$ cat src/sar_conf_pkg.sv
package sar_conf_pkg;

   ////////////////////
   // Bus geometry
   ////////////////////

   localparam int CONF_DATA_W = 16;
   localparam int CONF_OFFS_W = 4;

   // Register offsets
   localparam logic [CONF_OFFS_W-1:0] OFFS_CTRL   = 4'd0;
   localparam logic [CONF_OFFS_W-1:0] OFFS_PERIOD = 4'd1;

   ////////////////////
   // Register layouts
   ////////////////////

   // Control word, enable in bit 0
   typedef struct packed {
      logic [11:0] rsvd;
      logic [1:0]  avg_log2;
      logic        pattern_sel;
      logic        conv_en;
   } sar_ctrl_t;

   // Period word, idle length in the low byte
   typedef struct packed {
      logic [7:0] rsvd;
      logic [7:0] period_cnt;
   } sar_period_t;

   // One bus word, two views picked by offset
   typedef union packed {
      sar_ctrl_t   ctrl;
      sar_period_t period;
   } conf_word_u;

   // Live configuration held by the register file
   typedef struct packed {
      logic       conv_en;
      logic       pattern_sel;
      logic [1:0] avg_log2;
      logic [7:0] period_cnt;
   } sar_cfg_t;

endpackage

$ cat src/sar_data_pkg.sv
package sar_data_pkg;

   ////////////////////
   // LFSR constants
   ////////////////////

   // Galois form, shifts right
   localparam int LFSR_W = 16;

   // Tap mask for a maximal length sequence
   localparam logic [LFSR_W-1:0] LFSR_TAPS = 16'hB400;

   // Any nonzero start value works
   localparam logic [LFSR_W-1:0] LFSR_SEED = 16'hACE1;

   ////////////////////
   // Conversion types
   ////////////////////

   // Raw conversion at full LFSR width
   // Trimmed to the converter width at the emulator output
   typedef struct packed {
      logic              valid;
      logic [LFSR_W-1:0] word;
   } sar_conv_t;

endpackage

$ cat src/sar_conf_regs.sv
`timescale 1ns/1ns

module sar_conf_regs
   import sar_conf_pkg::*;
#(
   parameter int unsigned PERIOD_RST = 255
) (
   input  logic                   ana_del_clk,
   input  logic                   rst_n,

   // Configuration bus
   input  logic                   block_en_i,
   input  logic [CONF_DATA_W-1:0] conf_data_i,
   input  logic [CONF_OFFS_W-1:0] conf_offset_i,

   // Held configuration
   output sar_cfg_t               cfg_o
);

   ////////////////////
   // Word decode
   ////////////////////

   conf_word_u word;
   sar_cfg_t   cfg_q;

   // Same bits, read as control or period
   assign word = conf_data_i;

   ////////////////////
   // Registers
   ////////////////////

   always_ff @(posedge ana_del_clk, negedge rst_n) begin
      if (!rst_n) begin
         // Output disabled, longest idle
         cfg_q.conv_en     <= 1'b0;
         cfg_q.pattern_sel <= 1'b0;
         cfg_q.avg_log2    <= 2'd0;
         cfg_q.period_cnt  <= 8'(PERIOD_RST);
      end else if (block_en_i) begin
         case (conf_offset_i)
            OFFS_CTRL: begin
               // Reserved bits dropped
               cfg_q.conv_en     <= word.ctrl.conv_en;
               cfg_q.pattern_sel <= word.ctrl.pattern_sel;
               cfg_q.avg_log2    <= word.ctrl.avg_log2;
            end
            OFFS_PERIOD: begin
               cfg_q.period_cnt <= word.period.period_cnt;
            end
            default: begin
               // Unknown offset, nothing changes
               cfg_q <= cfg_q;
            end
         endcase
      end
   end

   // Visible one cycle after the strobe
   assign cfg_o = cfg_q;

   ////////////////////
   // Checks
   ////////////////////

   // Offset must be resolved whenever a write is strobed
   a_offs_known : assert property (
      @(posedge ana_del_clk) disable iff (!rst_n)
      block_en_i |-> !$isunknown(conf_offset_i)
   );

endmodule

$ cat src/sar_decimator.sv
`timescale 1ns/1ns

module sar_decimator
   import sar_conf_pkg::*;
#(
   parameter int SAR_DATA_W = 8
) (
   input  logic                  ana_del_clk,
   input  logic                  rst_n,

   input  sar_cfg_t              cfg_i,

   // Conversions in
   input  logic [SAR_DATA_W-1:0] conv_data_i,
   input  logic                  conv_valid_i,

   // Block means out
   output logic [SAR_DATA_W-1:0] avg_data_o,
   output logic                  avg_valid_o
);

   // Room for a sum of eight words
   localparam int ACC_W = SAR_DATA_W + 3;
   localparam int CNT_W = 4;

   logic [ACC_W-1:0]      acc_q, acc_base, acc_sum, mean;
   logic [CNT_W-1:0]      cnt_q, cnt_base, cnt_inc, blk_len;
   logic [1:0]            log2_q;
   logic                  restart;
   logic                  blk_done;
   logic [SAR_DATA_W-1:0] avg_data_q;
   logic                  avg_valid_q;

   ////////////////////
   // Accumulate
   ////////////////////

   // Block of 1, 2, 4 or 8
   assign blk_len = CNT_W'(1) << cfg_i.avg_log2;

   always_comb begin
      // New block size drops the partial sum
      restart  = (cfg_i.avg_log2 != log2_q);
      acc_base = restart ? '0 : acc_q;
      cnt_base = restart ? '0 : cnt_q;
      acc_sum  = acc_base + ACC_W'(conv_data_i);
      cnt_inc  = cnt_base + 1'b1;
      blk_done = conv_valid_i && (cnt_inc == blk_len);
      // Truncating mean
      mean     = acc_sum >> cfg_i.avg_log2;
   end

   always_ff @(posedge ana_del_clk, negedge rst_n) begin
      if (!rst_n) begin
         acc_q       <= '0;
         cnt_q       <= '0;
         log2_q      <= 2'd0;
         avg_valid_q <= 1'b0;
      end else begin
         log2_q      <= cfg_i.avg_log2;
         avg_valid_q <= blk_done;
         if (!cfg_i.conv_en || blk_done || (restart && !conv_valid_i)) begin
            acc_q <= '0;
            cnt_q <= '0;
         end else if (conv_valid_i) begin
            acc_q <= acc_sum;
            cnt_q <= cnt_inc;
         end
      end
   end

   // Mean held until the next block
   always_ff @(posedge ana_del_clk, negedge rst_n) begin
      if (!rst_n) begin
         avg_data_q <= '0;
      end else if (blk_done) begin
         avg_data_q <= mean[SAR_DATA_W-1:0];
      end
   end

   assign avg_data_o  = avg_data_q;
   assign avg_valid_o = avg_valid_q;

   ////////////////////
   // Checks
   ////////////////////

   a_avg_pulse : assert property (
      @(posedge ana_del_clk) disable iff (!rst_n)
      avg_valid_o |=> !avg_valid_o
   );

endmodule

$ cat src/sar_emulator.sv
`timescale 1ns/1ns

module sar_emulator
   import sar_conf_pkg::*, sar_data_pkg::*;
#(
   parameter int SAR_DATA_W = 8
) (
   input  logic                  ana_del_clk,
   input  logic                  rst_n,

   input  sar_cfg_t              cfg_i,

   // One word per period, zero when not valid
   output logic [SAR_DATA_W-1:0] conv_data_o,
   output logic                  conv_valid_o
);

   typedef enum logic {IDLE, APPLY} sar_state_e;

   sar_state_e              state_q, state_d;
   logic [7:0]              cnt_q, cnt_d;
   logic [LFSR_W-1:0]       lfsr_q, lfsr_d;
   logic [SAR_DATA_W-1:0]   ramp_q, ramp_d;
   sar_conv_t               conv;

   // One Galois step, feedback from bit 0
   function automatic logic [LFSR_W-1:0] lfsr_step(input logic [LFSR_W-1:0] cur);
      logic [LFSR_W-1:0] nxt;
      nxt = cur >> 1;
      if (cur[0]) begin
         nxt = nxt ^ LFSR_TAPS;
      end
      return nxt;
   endfunction

   ////////////////////
   // Period FSM
   ////////////////////

   always_comb begin
      state_d = state_q;
      cnt_d   = cnt_q;
      lfsr_d  = lfsr_q;
      ramp_d  = ramp_q;
      conv    = '0;

      case (state_q)
         IDLE: begin
            // Period read live, new value hits next compare
            if (cnt_q == cfg_i.period_cnt) begin
               state_d = APPLY;
            end else begin
               cnt_d = cnt_q + 8'd1;
            end
         end
         APPLY: begin
            // LFSR keeps running even when disabled
            lfsr_d = lfsr_step(lfsr_q);
            if (cfg_i.conv_en) begin
               conv.valid = 1'b1;
               if (cfg_i.pattern_sel) begin
                  conv.word = LFSR_W'(ramp_q);
                  // Ramp moves only with a ramp word out
                  ramp_d    = ramp_q + 1'b1;
               end else begin
                  conv.word = lfsr_q;
               end
            end
            cnt_d   = 8'd0;
            state_d = IDLE;
         end
         default: begin
            state_d = IDLE;
         end
      endcase
   end

   always_ff @(posedge ana_del_clk, negedge rst_n) begin
      if (!rst_n) begin
         state_q <= IDLE;
         cnt_q   <= 8'd0;
         lfsr_q  <= LFSR_SEED;
         ramp_q  <= '0;
      end else begin
         state_q <= state_d;
         cnt_q   <= cnt_d;
         lfsr_q  <= lfsr_d;
         ramp_q  <= ramp_d;
      end
   end

   // Trim to converter width
   assign conv_data_o  = conv.word[SAR_DATA_W-1:0];
   assign conv_valid_o = conv.valid;

   ////////////////////
   // Checks
   ////////////////////

   // No words while output disabled
   a_valid_en : assert property (
      @(posedge ana_del_clk) disable iff (!rst_n)
      conv_valid_o |-> cfg_i.conv_en
   );

   // APPLY lasts one cycle, so never back to back
   a_valid_pulse : assert property (
      @(posedge ana_del_clk) disable iff (!rst_n)
      conv_valid_o |=> !conv_valid_o
   );

endmodule

$ cat src/sar_sense_top.sv
`timescale 1ns/1ns

module sar_sense_top
   import sar_conf_pkg::*;
#(
   parameter int          SAR_DATA_W = 8,
   parameter int unsigned PERIOD_RST = 255
) (
   input  logic                   ana_del_clk,
   input  logic                   rst_n,

   // Configuration bus
   input  logic                   block_en_i,
   input  logic [CONF_DATA_W-1:0] conf_data_i,
   input  logic [CONF_OFFS_W-1:0] conf_offset_i,

   // Raw conversions
   output logic [SAR_DATA_W-1:0]  conv_data_o,
   output logic                   conv_valid_o,

   // Averaged conversions
   output logic [SAR_DATA_W-1:0]  avg_data_o,
   output logic                   avg_valid_o
);

   // Shared live configuration
   sar_cfg_t cfg;

   sar_conf_regs #(
      .PERIOD_RST (PERIOD_RST)
   ) i_conf_regs (
      .ana_del_clk   (ana_del_clk),
      .rst_n         (rst_n),
      .block_en_i    (block_en_i),
      .conf_data_i   (conf_data_i),
      .conf_offset_i (conf_offset_i),
      .cfg_o         (cfg)
   );

   sar_emulator #(
      .SAR_DATA_W (SAR_DATA_W)
   ) i_emulator (
      .ana_del_clk  (ana_del_clk),
      .rst_n        (rst_n),
      .cfg_i        (cfg),
      .conv_data_o  (conv_data_o),
      .conv_valid_o (conv_valid_o)
   );

   // Decimator taps the raw stream
   sar_decimator #(
      .SAR_DATA_W (SAR_DATA_W)
   ) i_decimator (
      .ana_del_clk  (ana_del_clk),
      .rst_n        (rst_n),
      .cfg_i        (cfg),
      .conv_data_i  (conv_data_o),
      .conv_valid_i (conv_valid_o),
      .avg_data_o   (avg_data_o),
      .avg_valid_o  (avg_valid_o)
   );

endmodule

$ cat config.mk
export PLATFORM = sky130hd
export DESIGN_NAME = sar_sense_top
export DESIGN_NICKNAME = d
export VERILOG_FILES = /design/src/sar_conf_pkg.sv /design/src/sar_data_pkg.sv /design/src/sar_conf_regs.sv /design/src/sar_decimator.sv /design/src/sar_emulator.sv /design/src/sar_sense_top.sv
export SDC_FILE = /design/constraint.sdc
export NUM_CORES = 1
export LEC_CHECK = 0
export ABC_CLOCK_PERIOD_IN_PS = 7130
export BUFFER_PORTS_ARGS = -buffer_cell sky130_fd_sc_hd__buf_2
export CAP_MARGIN = 30
export CELL_PAD_IN_SITES_DETAIL_PLACEMENT = 0
export CELL_PAD_IN_SITES_GLOBAL_PLACEMENT = 1
export CORE_UTILIZATION = 35
export CTS_CLUSTER_SIZE = 28
export DETAILED_ROUTE_END_ITERATION = 16
export PLACE_DENSITY_LB_ADDON = 0.05
export SYNTH_ARGS = -nofsm -noshare
export SYNTH_HDL_FRONTEND = slang
export SYNTH_SLANG_ARGS = --single-unit
export TNS_END_PERCENT = 50
$ cat constraint.sdc
create_clock -name ana_del_clk -period 7.13 [get_ports ana_del_clk]
set_input_delay 1.0695 -clock ana_del_clk [delete_from_list [all_inputs] [get_ports ana_del_clk]]
set_output_delay 1.0695 -clock ana_del_clk [all_outputs]
set_load 0.05 [all_outputs]
# --- Word-level counts from Yosys, hierarchy flattened ---
# Cells that the tools add are included.
totals:
  regBits: 71
  input_bits: 23
  output_inout_bits: 18
op_classes:
  n_addsub: 4
  eq_ne: 5
  shifts: 2
  muxes: 14
  bitwise: 2
  reduce_logical: 11
ops:
  columns: ["cell", "count"]
  rows:
  - ["two-way mux 17 bit", 2]
  - ["two-way mux 11 bit", 3]
  - ["two-way mux 16 bit", 2]
  - ["adder 8 x 1 -> 8 bit (second input constant)", 2]
  - ["case mux 8 bit (2 select lines)", 1]
  - ["two-way mux 4 bit", 3]
  - ["adder 11 x 8 -> 11 bit", 1]
  - [">> shifter 11 x 2 -> 8 bit", 1]
  - ["equality test 8 bit", 1]
  - ["two-way mux 8 bit", 1]
  - ["adder 4 x 1 -> 4 bit (second input constant)", 1]
  - ["equality test 4 x 1 -> 1 bit (second input constant)", 1]
  - ["equality test 4 bit", 1]
  - ["logical NOT 4 bit", 1]
  - ["inverter 3 -> 4 bit", 1]
  - ["AND reduction 2 bit", 2]
  - ["left shift 1 x 2 -> 4 bit (first input constant)", 1]
  - ["AND reduction 3 bit", 1]
  - ["logical AND 1 bit", 2]
  - ["logical NOT 1 bit", 2]
  - ["logical OR 1 bit", 2]
  - ["inequality test 2 bit", 1]
  - ["inequality test 2 bit (second input constant)", 1]
  - ["case mux 1 bit (2 select lines)", 1]
  - ["other kinds (3)", 3]

# --- Logic depth before layout (Yosys ltp) ---
depth:
  ltp_word: 8
  ltp_mapped: 14
  mapped_depth_nobuf: 10

# --- Cells and area by module ---
# A second synthesis with hierarchy kept.
unflattened:
  cells_unflattened: 395
  area_unflattened_um2: 4214.0
by_module_without_submodules:
  columns: ["mod", "instances", "cells_each", "area_each_um2", "seq_area_each_um2"]
  rows:
  - ["sar_decimator", 1, 218, 2015.7, 650.6]
  - ["sar_emulator", 1, 150, 1714.1, 835.8]
  - ["sar_conf_regs", 1, 27, 484.2, 310.3]

# --- Least setup slack after synthesis ---
# OpenSTA, ideal clock, no wires.
synth_timing:
  path_type: "flip-flop to flip-flop"
  from: "reg i_conf_regs.cfg_q, in the netlist i_conf_regs.cfg_o[10]"
  to: "reg i_decimator.avg_data_q[5], in the netlist i_decimator.avg_data_o[5]"
  setup_time_ns: 0.125
  arrival_ns: 3.497
  path_slack_ns: 3.508
  stages_incl_launch_ff: 12
  path_buffers: 2
  path_cell_list: "dfrtp_1 -> clkbuf_1 -> mux2i_1 -> nor2_1 -> ha_1 -> buf_2 -> and3_1 -> a211o_1 -> o21a_1 -> xnor2_1 -> mux4_2 -> mux2_4"
synth_between:
  elab_chain_cells: 5
synth_rtl:
  columns: ["element", "line", "source"]
  rows:
  - ["from (decl)", "sar_conf_regs.sv:25", "sar_cfg_t cfg_q;"]
  - ["from (signal assigned)", "sar_conf_regs.sv:54", "cfg_q <= cfg_q;"]
  - ["two-way mux 16 bit", "sar_emulator.sv:61", "if (cfg_i.pattern_sel) begin"]
  - ["two-way mux 17 bit", "sar_emulator.sv:59", "if (cfg_i.conv_en) begin"]
  - ["two-way mux 17 bit", "sar_emulator.sv:47", "case (state_q)"]
  - ["via conv_data_o[7]", "sar_sense_top.sv:18", "output logic [SAR_DATA_W-1:0] conv_data_o,"]
  - ["adder 11 x 8 -> 11 bit", "sar_decimator.sv:46", "acc_sum = acc_base + ACC_W'(conv_data_i);"]
  - [">> shifter 11 x 2 -> 8 bit", "sar_decimator.sv:50", "mean = acc_sum >> cfg_i.avg_log2;"]
  - ["to (signal assigned)", "sar_decimator.sv:77", "avg_data_q <= mean[SAR_DATA_W-1:0];"]
  - ["to (decl)", "sar_decimator.sv:31", "logic [SAR_DATA_W-1:0] avg_data_q;"]
# The timed path passes the listed nets, and every way through them passes these cells.
# A chain may end at the register's enable or synchronous reset.

# --- Final worst setup path ---
layout_timing:
  from: "reg i_conf_regs.cfg_q, in the netlist i_conf_regs.cfg_o[9]"
  to: "reg i_decimator.avg_data_q[5], in the netlist i_decimator.avg_data_o[5]"
layout_between:
  elab_chain_cells: 5
  word_cells_on_any_way: 9
layout_rtl:
  columns: ["element"]
  rows:
  - ["branches (longest 5 deep; another with adder 11 x 8 -> 11 bit)"]
# Several ways; the timed one is not identified.

==> impl_metrics.json <==
{
  "status": "finished clean",
  "final_cells": 544,
  "final_layout_size_suffix_gt1_frac": 0.282,
  "core_um2": 11400,
  "die_h_um": 110,
  "cts_sinks": 71,
  "power_uw": 1290,
  "hold_path.class": "flip-flop to flip-flop",
  "drc": 0,
  "finalSetupTns_ns": 0,
  "post-cts-setup-buffers": 0,
  "final_common_cell": "dfrtp_1",
  "syn_nets": 404,
  "dp.cells": 528,
  "hold_depth": 1,
  "firstDrtPassIters": 4,
  "port_buffers": 32,
  "vias": 2859,
  "cp_max_fo": 14,
  "ios": 41,
  "first_iter_violations": 132,
  "p_leak_uw": 0.00212,
  "vdd_drop_max_v": 0.000113,
  "antenna_left": 0,
  "max-clock-path-buffers": 2,
  "slew_viol_final": 0,
  "critPathRequiredTime_ns": 7.34,
  "antenna_cells": 0,
  "grt_pass1_vias": 2787,
  "wl_per_cell_um": 16.6,
  "worst_r2r_path_depth": 9,
  "synth_top_area_share": 0.338,
  "ys_ff_latch": 71,
  "grt-ovfl-total": 0,
  "rsz0062_at_grt": "false",
  "end_kind": "flip-flop",
  "grt_max_degree": 72,
  "rr_endpoint": "i_decimator.avg_data_o[5]",
  "worstSetupStartpointType": "flip-flop",
  "setup_viol": 0,
  "final_core_util": 0.408,
  "rows": 39,
  "clockRootBuffer": "clkbuf_16",
  "cp.arrival_ns": 4.11,
  "async_reset_ff_frac": 1.00,
  "fin_nets": 431,
  "ys_seq_area_frac": 0.441,
  "worst_slack_ns": 3.24,
  "place_congestion": 0.784,
  "worst_pin_slew_ns": 1.06,
  "fmax_mhz": 257,
  "clk_latency_ns": 0.33,
  "ys_warn_count": 0,
  "start_util": 0.358,
  "synthCells": 369,
  "synth_cell_type_count": 61,
  "grt_pass1_wl_um": 14800,
  "cts_tree": "done",
  "final-hold-violation-count": 0,
  "min_period_over_period": 0.546,
  "cap_violations": 0,
  "min_from": "i_decimator.avg_data_o[0]",
  "clkSlewWorstSetupHoldPaths_ns": 0.06,
  "grt_use_total": 0.165,
  "yosys.area.top_type": "dfrtp_1",
  "rr_startpoint": "i_conf_regs.cfg_o[9]",
  "holdPathEnd": "i_decimator.avg_data_o[0]",
  "r2r_slack_ns": 3.24,
  "antenna_found_initial": 0,
  "finalCriticalPeriod_ns": 3.89,
  "dp_slack_ns": 3.31,
  "die_area_um2": 12100,
  "cts_inserted_buffers": 9,
  "dp_hpwl_um": 6240,
  "syn_area_per_cell_um2": 11.0,
  "cts_hold_buf": 0,
  "crit_type": "flip-flop to flip-flop",
  "synth_edf_count": 0,
  "powerDensity_nw_per_um2": 278,
  "die_w_um": 110,
  "post_drt_via_cell_ratio": 5.26,
  "wirelength_um": 9010,
  "cts_resized": 0,
  "fin_worst_skew_ns": 0.00711,
  "synthesis.area_um2": 4070,
  "area_delta_synth_final_pct": 13.9,
  "synthTopCellsByArea": "dfrtp_1 (34%), dfstp_2 (10%), mux2_2 (8.6%)",
  "cts.htree.levels": 3,
  "slew_headroom": 0.289,
  "synth_ff_type": "dfrtp_1",
  "layout_common_cells": "dfrtp_1 (55), xnor2_1 (33), buf_2 (32), nor2_1 (31), mux2_2 (31)"
}
[worst max path at each step]
stage,slack (ns),end,depth (start not counted),from
6_report,3.24,i_decimator.avg_data_o[5],9,i_conf_regs.cfg_o[9]
5_1_grt,3.04,i_decimator.avg_data_o[0],10,i_conf_regs.cfg_o[9]
4_1_cts,3.29,i_decimator.avg_data_o[5],9,i_conf_regs.cfg_o[9]
3_5_place_dp,3.31,i_decimator.avg_data_o[5],9,i_conf_regs.cfg_o[9]
3_3_place_gp,3.14,i_decimator.avg_data_o[5],9,i_conf_regs.cfg_o[8]
2_1_floorplan,3.51,i_decimator.avg_data_o[5],11,i_conf_regs.cfg_o[10]
[worst max-delay path, cell delays in order (launching register included)]
cell and delay [ns]:
dfrtp_1 0.57, xnor2_1 0.91, and3_1 0.34, ha_1 0.33, a21o_1 0.23, a211o_1 0.32
o21a_1 0.15, xnor2_1 0.19, mux4_2 0.46, mux2_4 0.26
[layout make-up]
| class | count | area (um2) |
|---|---|---|
| repair buffers | 36 | 190 |
| clock buffers | 13 | 260 |
| well taps | 143 | 179 |
| inverters | 7 | 28.8 |
| flip-flops and latches | 71 | 1800 |
| clock inverters | 3 | 42.5 |
| fillers | 1125 | 6730 |
| multi-input cells | 271 | 2140 |
[flip-flops by register name (all words and copies together), names as in the netlist]
| register | count |
|---|---|
| i_emulator.state_q | 1 |
| i_decimator.avg_valid_o | 1 |
| i_emulator.ramp_q | 8 |
| i_conf_regs.cfg_o | 12 |
| i_emulator.cnt_q | 8 |
| i_decimator.log2_q | 2 |
| i_emulator.lfsr_q | 16 |
| i_decimator.avg_data_o | 8 |
| i_decimator.cnt_q | 4 |
| i_decimator.acc_q | 11 |
[cell families (layout without fill, tap and decap cells)]
logic type,after synthesis,in the layout,synth area share
AND/OR/NAND/NOR,107,107,0.139
flip-flops,71,71,0.441
AO/OA/AOI/OAI,55,55,0.0964
multiplexers,55,55,0.162
XOR/XNOR,42,42,0.0903
buffers and inverters,27,59,0.0332
adder cells (fa/ha/maj),12,12,0.0387
[metal layers]
metal | global-route usage | wire, um | vias up | share of wire
li1 | - | - | 1396 | -
met1 | 0.222 | 4400 | 1417 | 0.49
met2 | 0.260 | 4270 | 38 | 0.47
met3 | 0.0320 | 212 | 8 | 0.024
met4 | 0.0657 | 125 | 0 | 0.014
met5 | 0 | 0 | - | 0
[cell usage after synthesis, drive strengths merged, types with 2 or more instances]
master	instances
nand4	4
nor3	4
a21o	5
mux4	4
nand2	15
a22oi	3
xnor2	33
inv	6
clkbuf	5
buf	15
nor3b	4
mux2	37
a21oi	15
nor2b	2
dfstp	16
ha	11
nand2b	2
mux2i	14
nand3	14
o21ai	9
dfrtp	55
a211oi	4
nor2	31
xor2	9
o2111ai	4
and4	3
a31oi	3
and3	22
[power by group]
group / total [uW] / switching (uW) / internal (uW) / leakage [uW]
Clock: 457 / 168 / 290 / 0.000146
Combinational: 254 / 135 / 119 / 0.00107
Sequential: 579 / 86.1 / 493 / 0.000906
Total: 1290 / 389 / 901 / 0.00212
[per-stage QoR]
stage                     hold slack (ns)  cell area, um2
after floorplan                     0.374            4070
after global placement              0.464            4330
after detailed placement            0.474            4340
after CTS                           0.481            4640
after global routing                0.501            4640
final                               0.477            4640
Note: power is estimated with default switching activity, not from simulation.
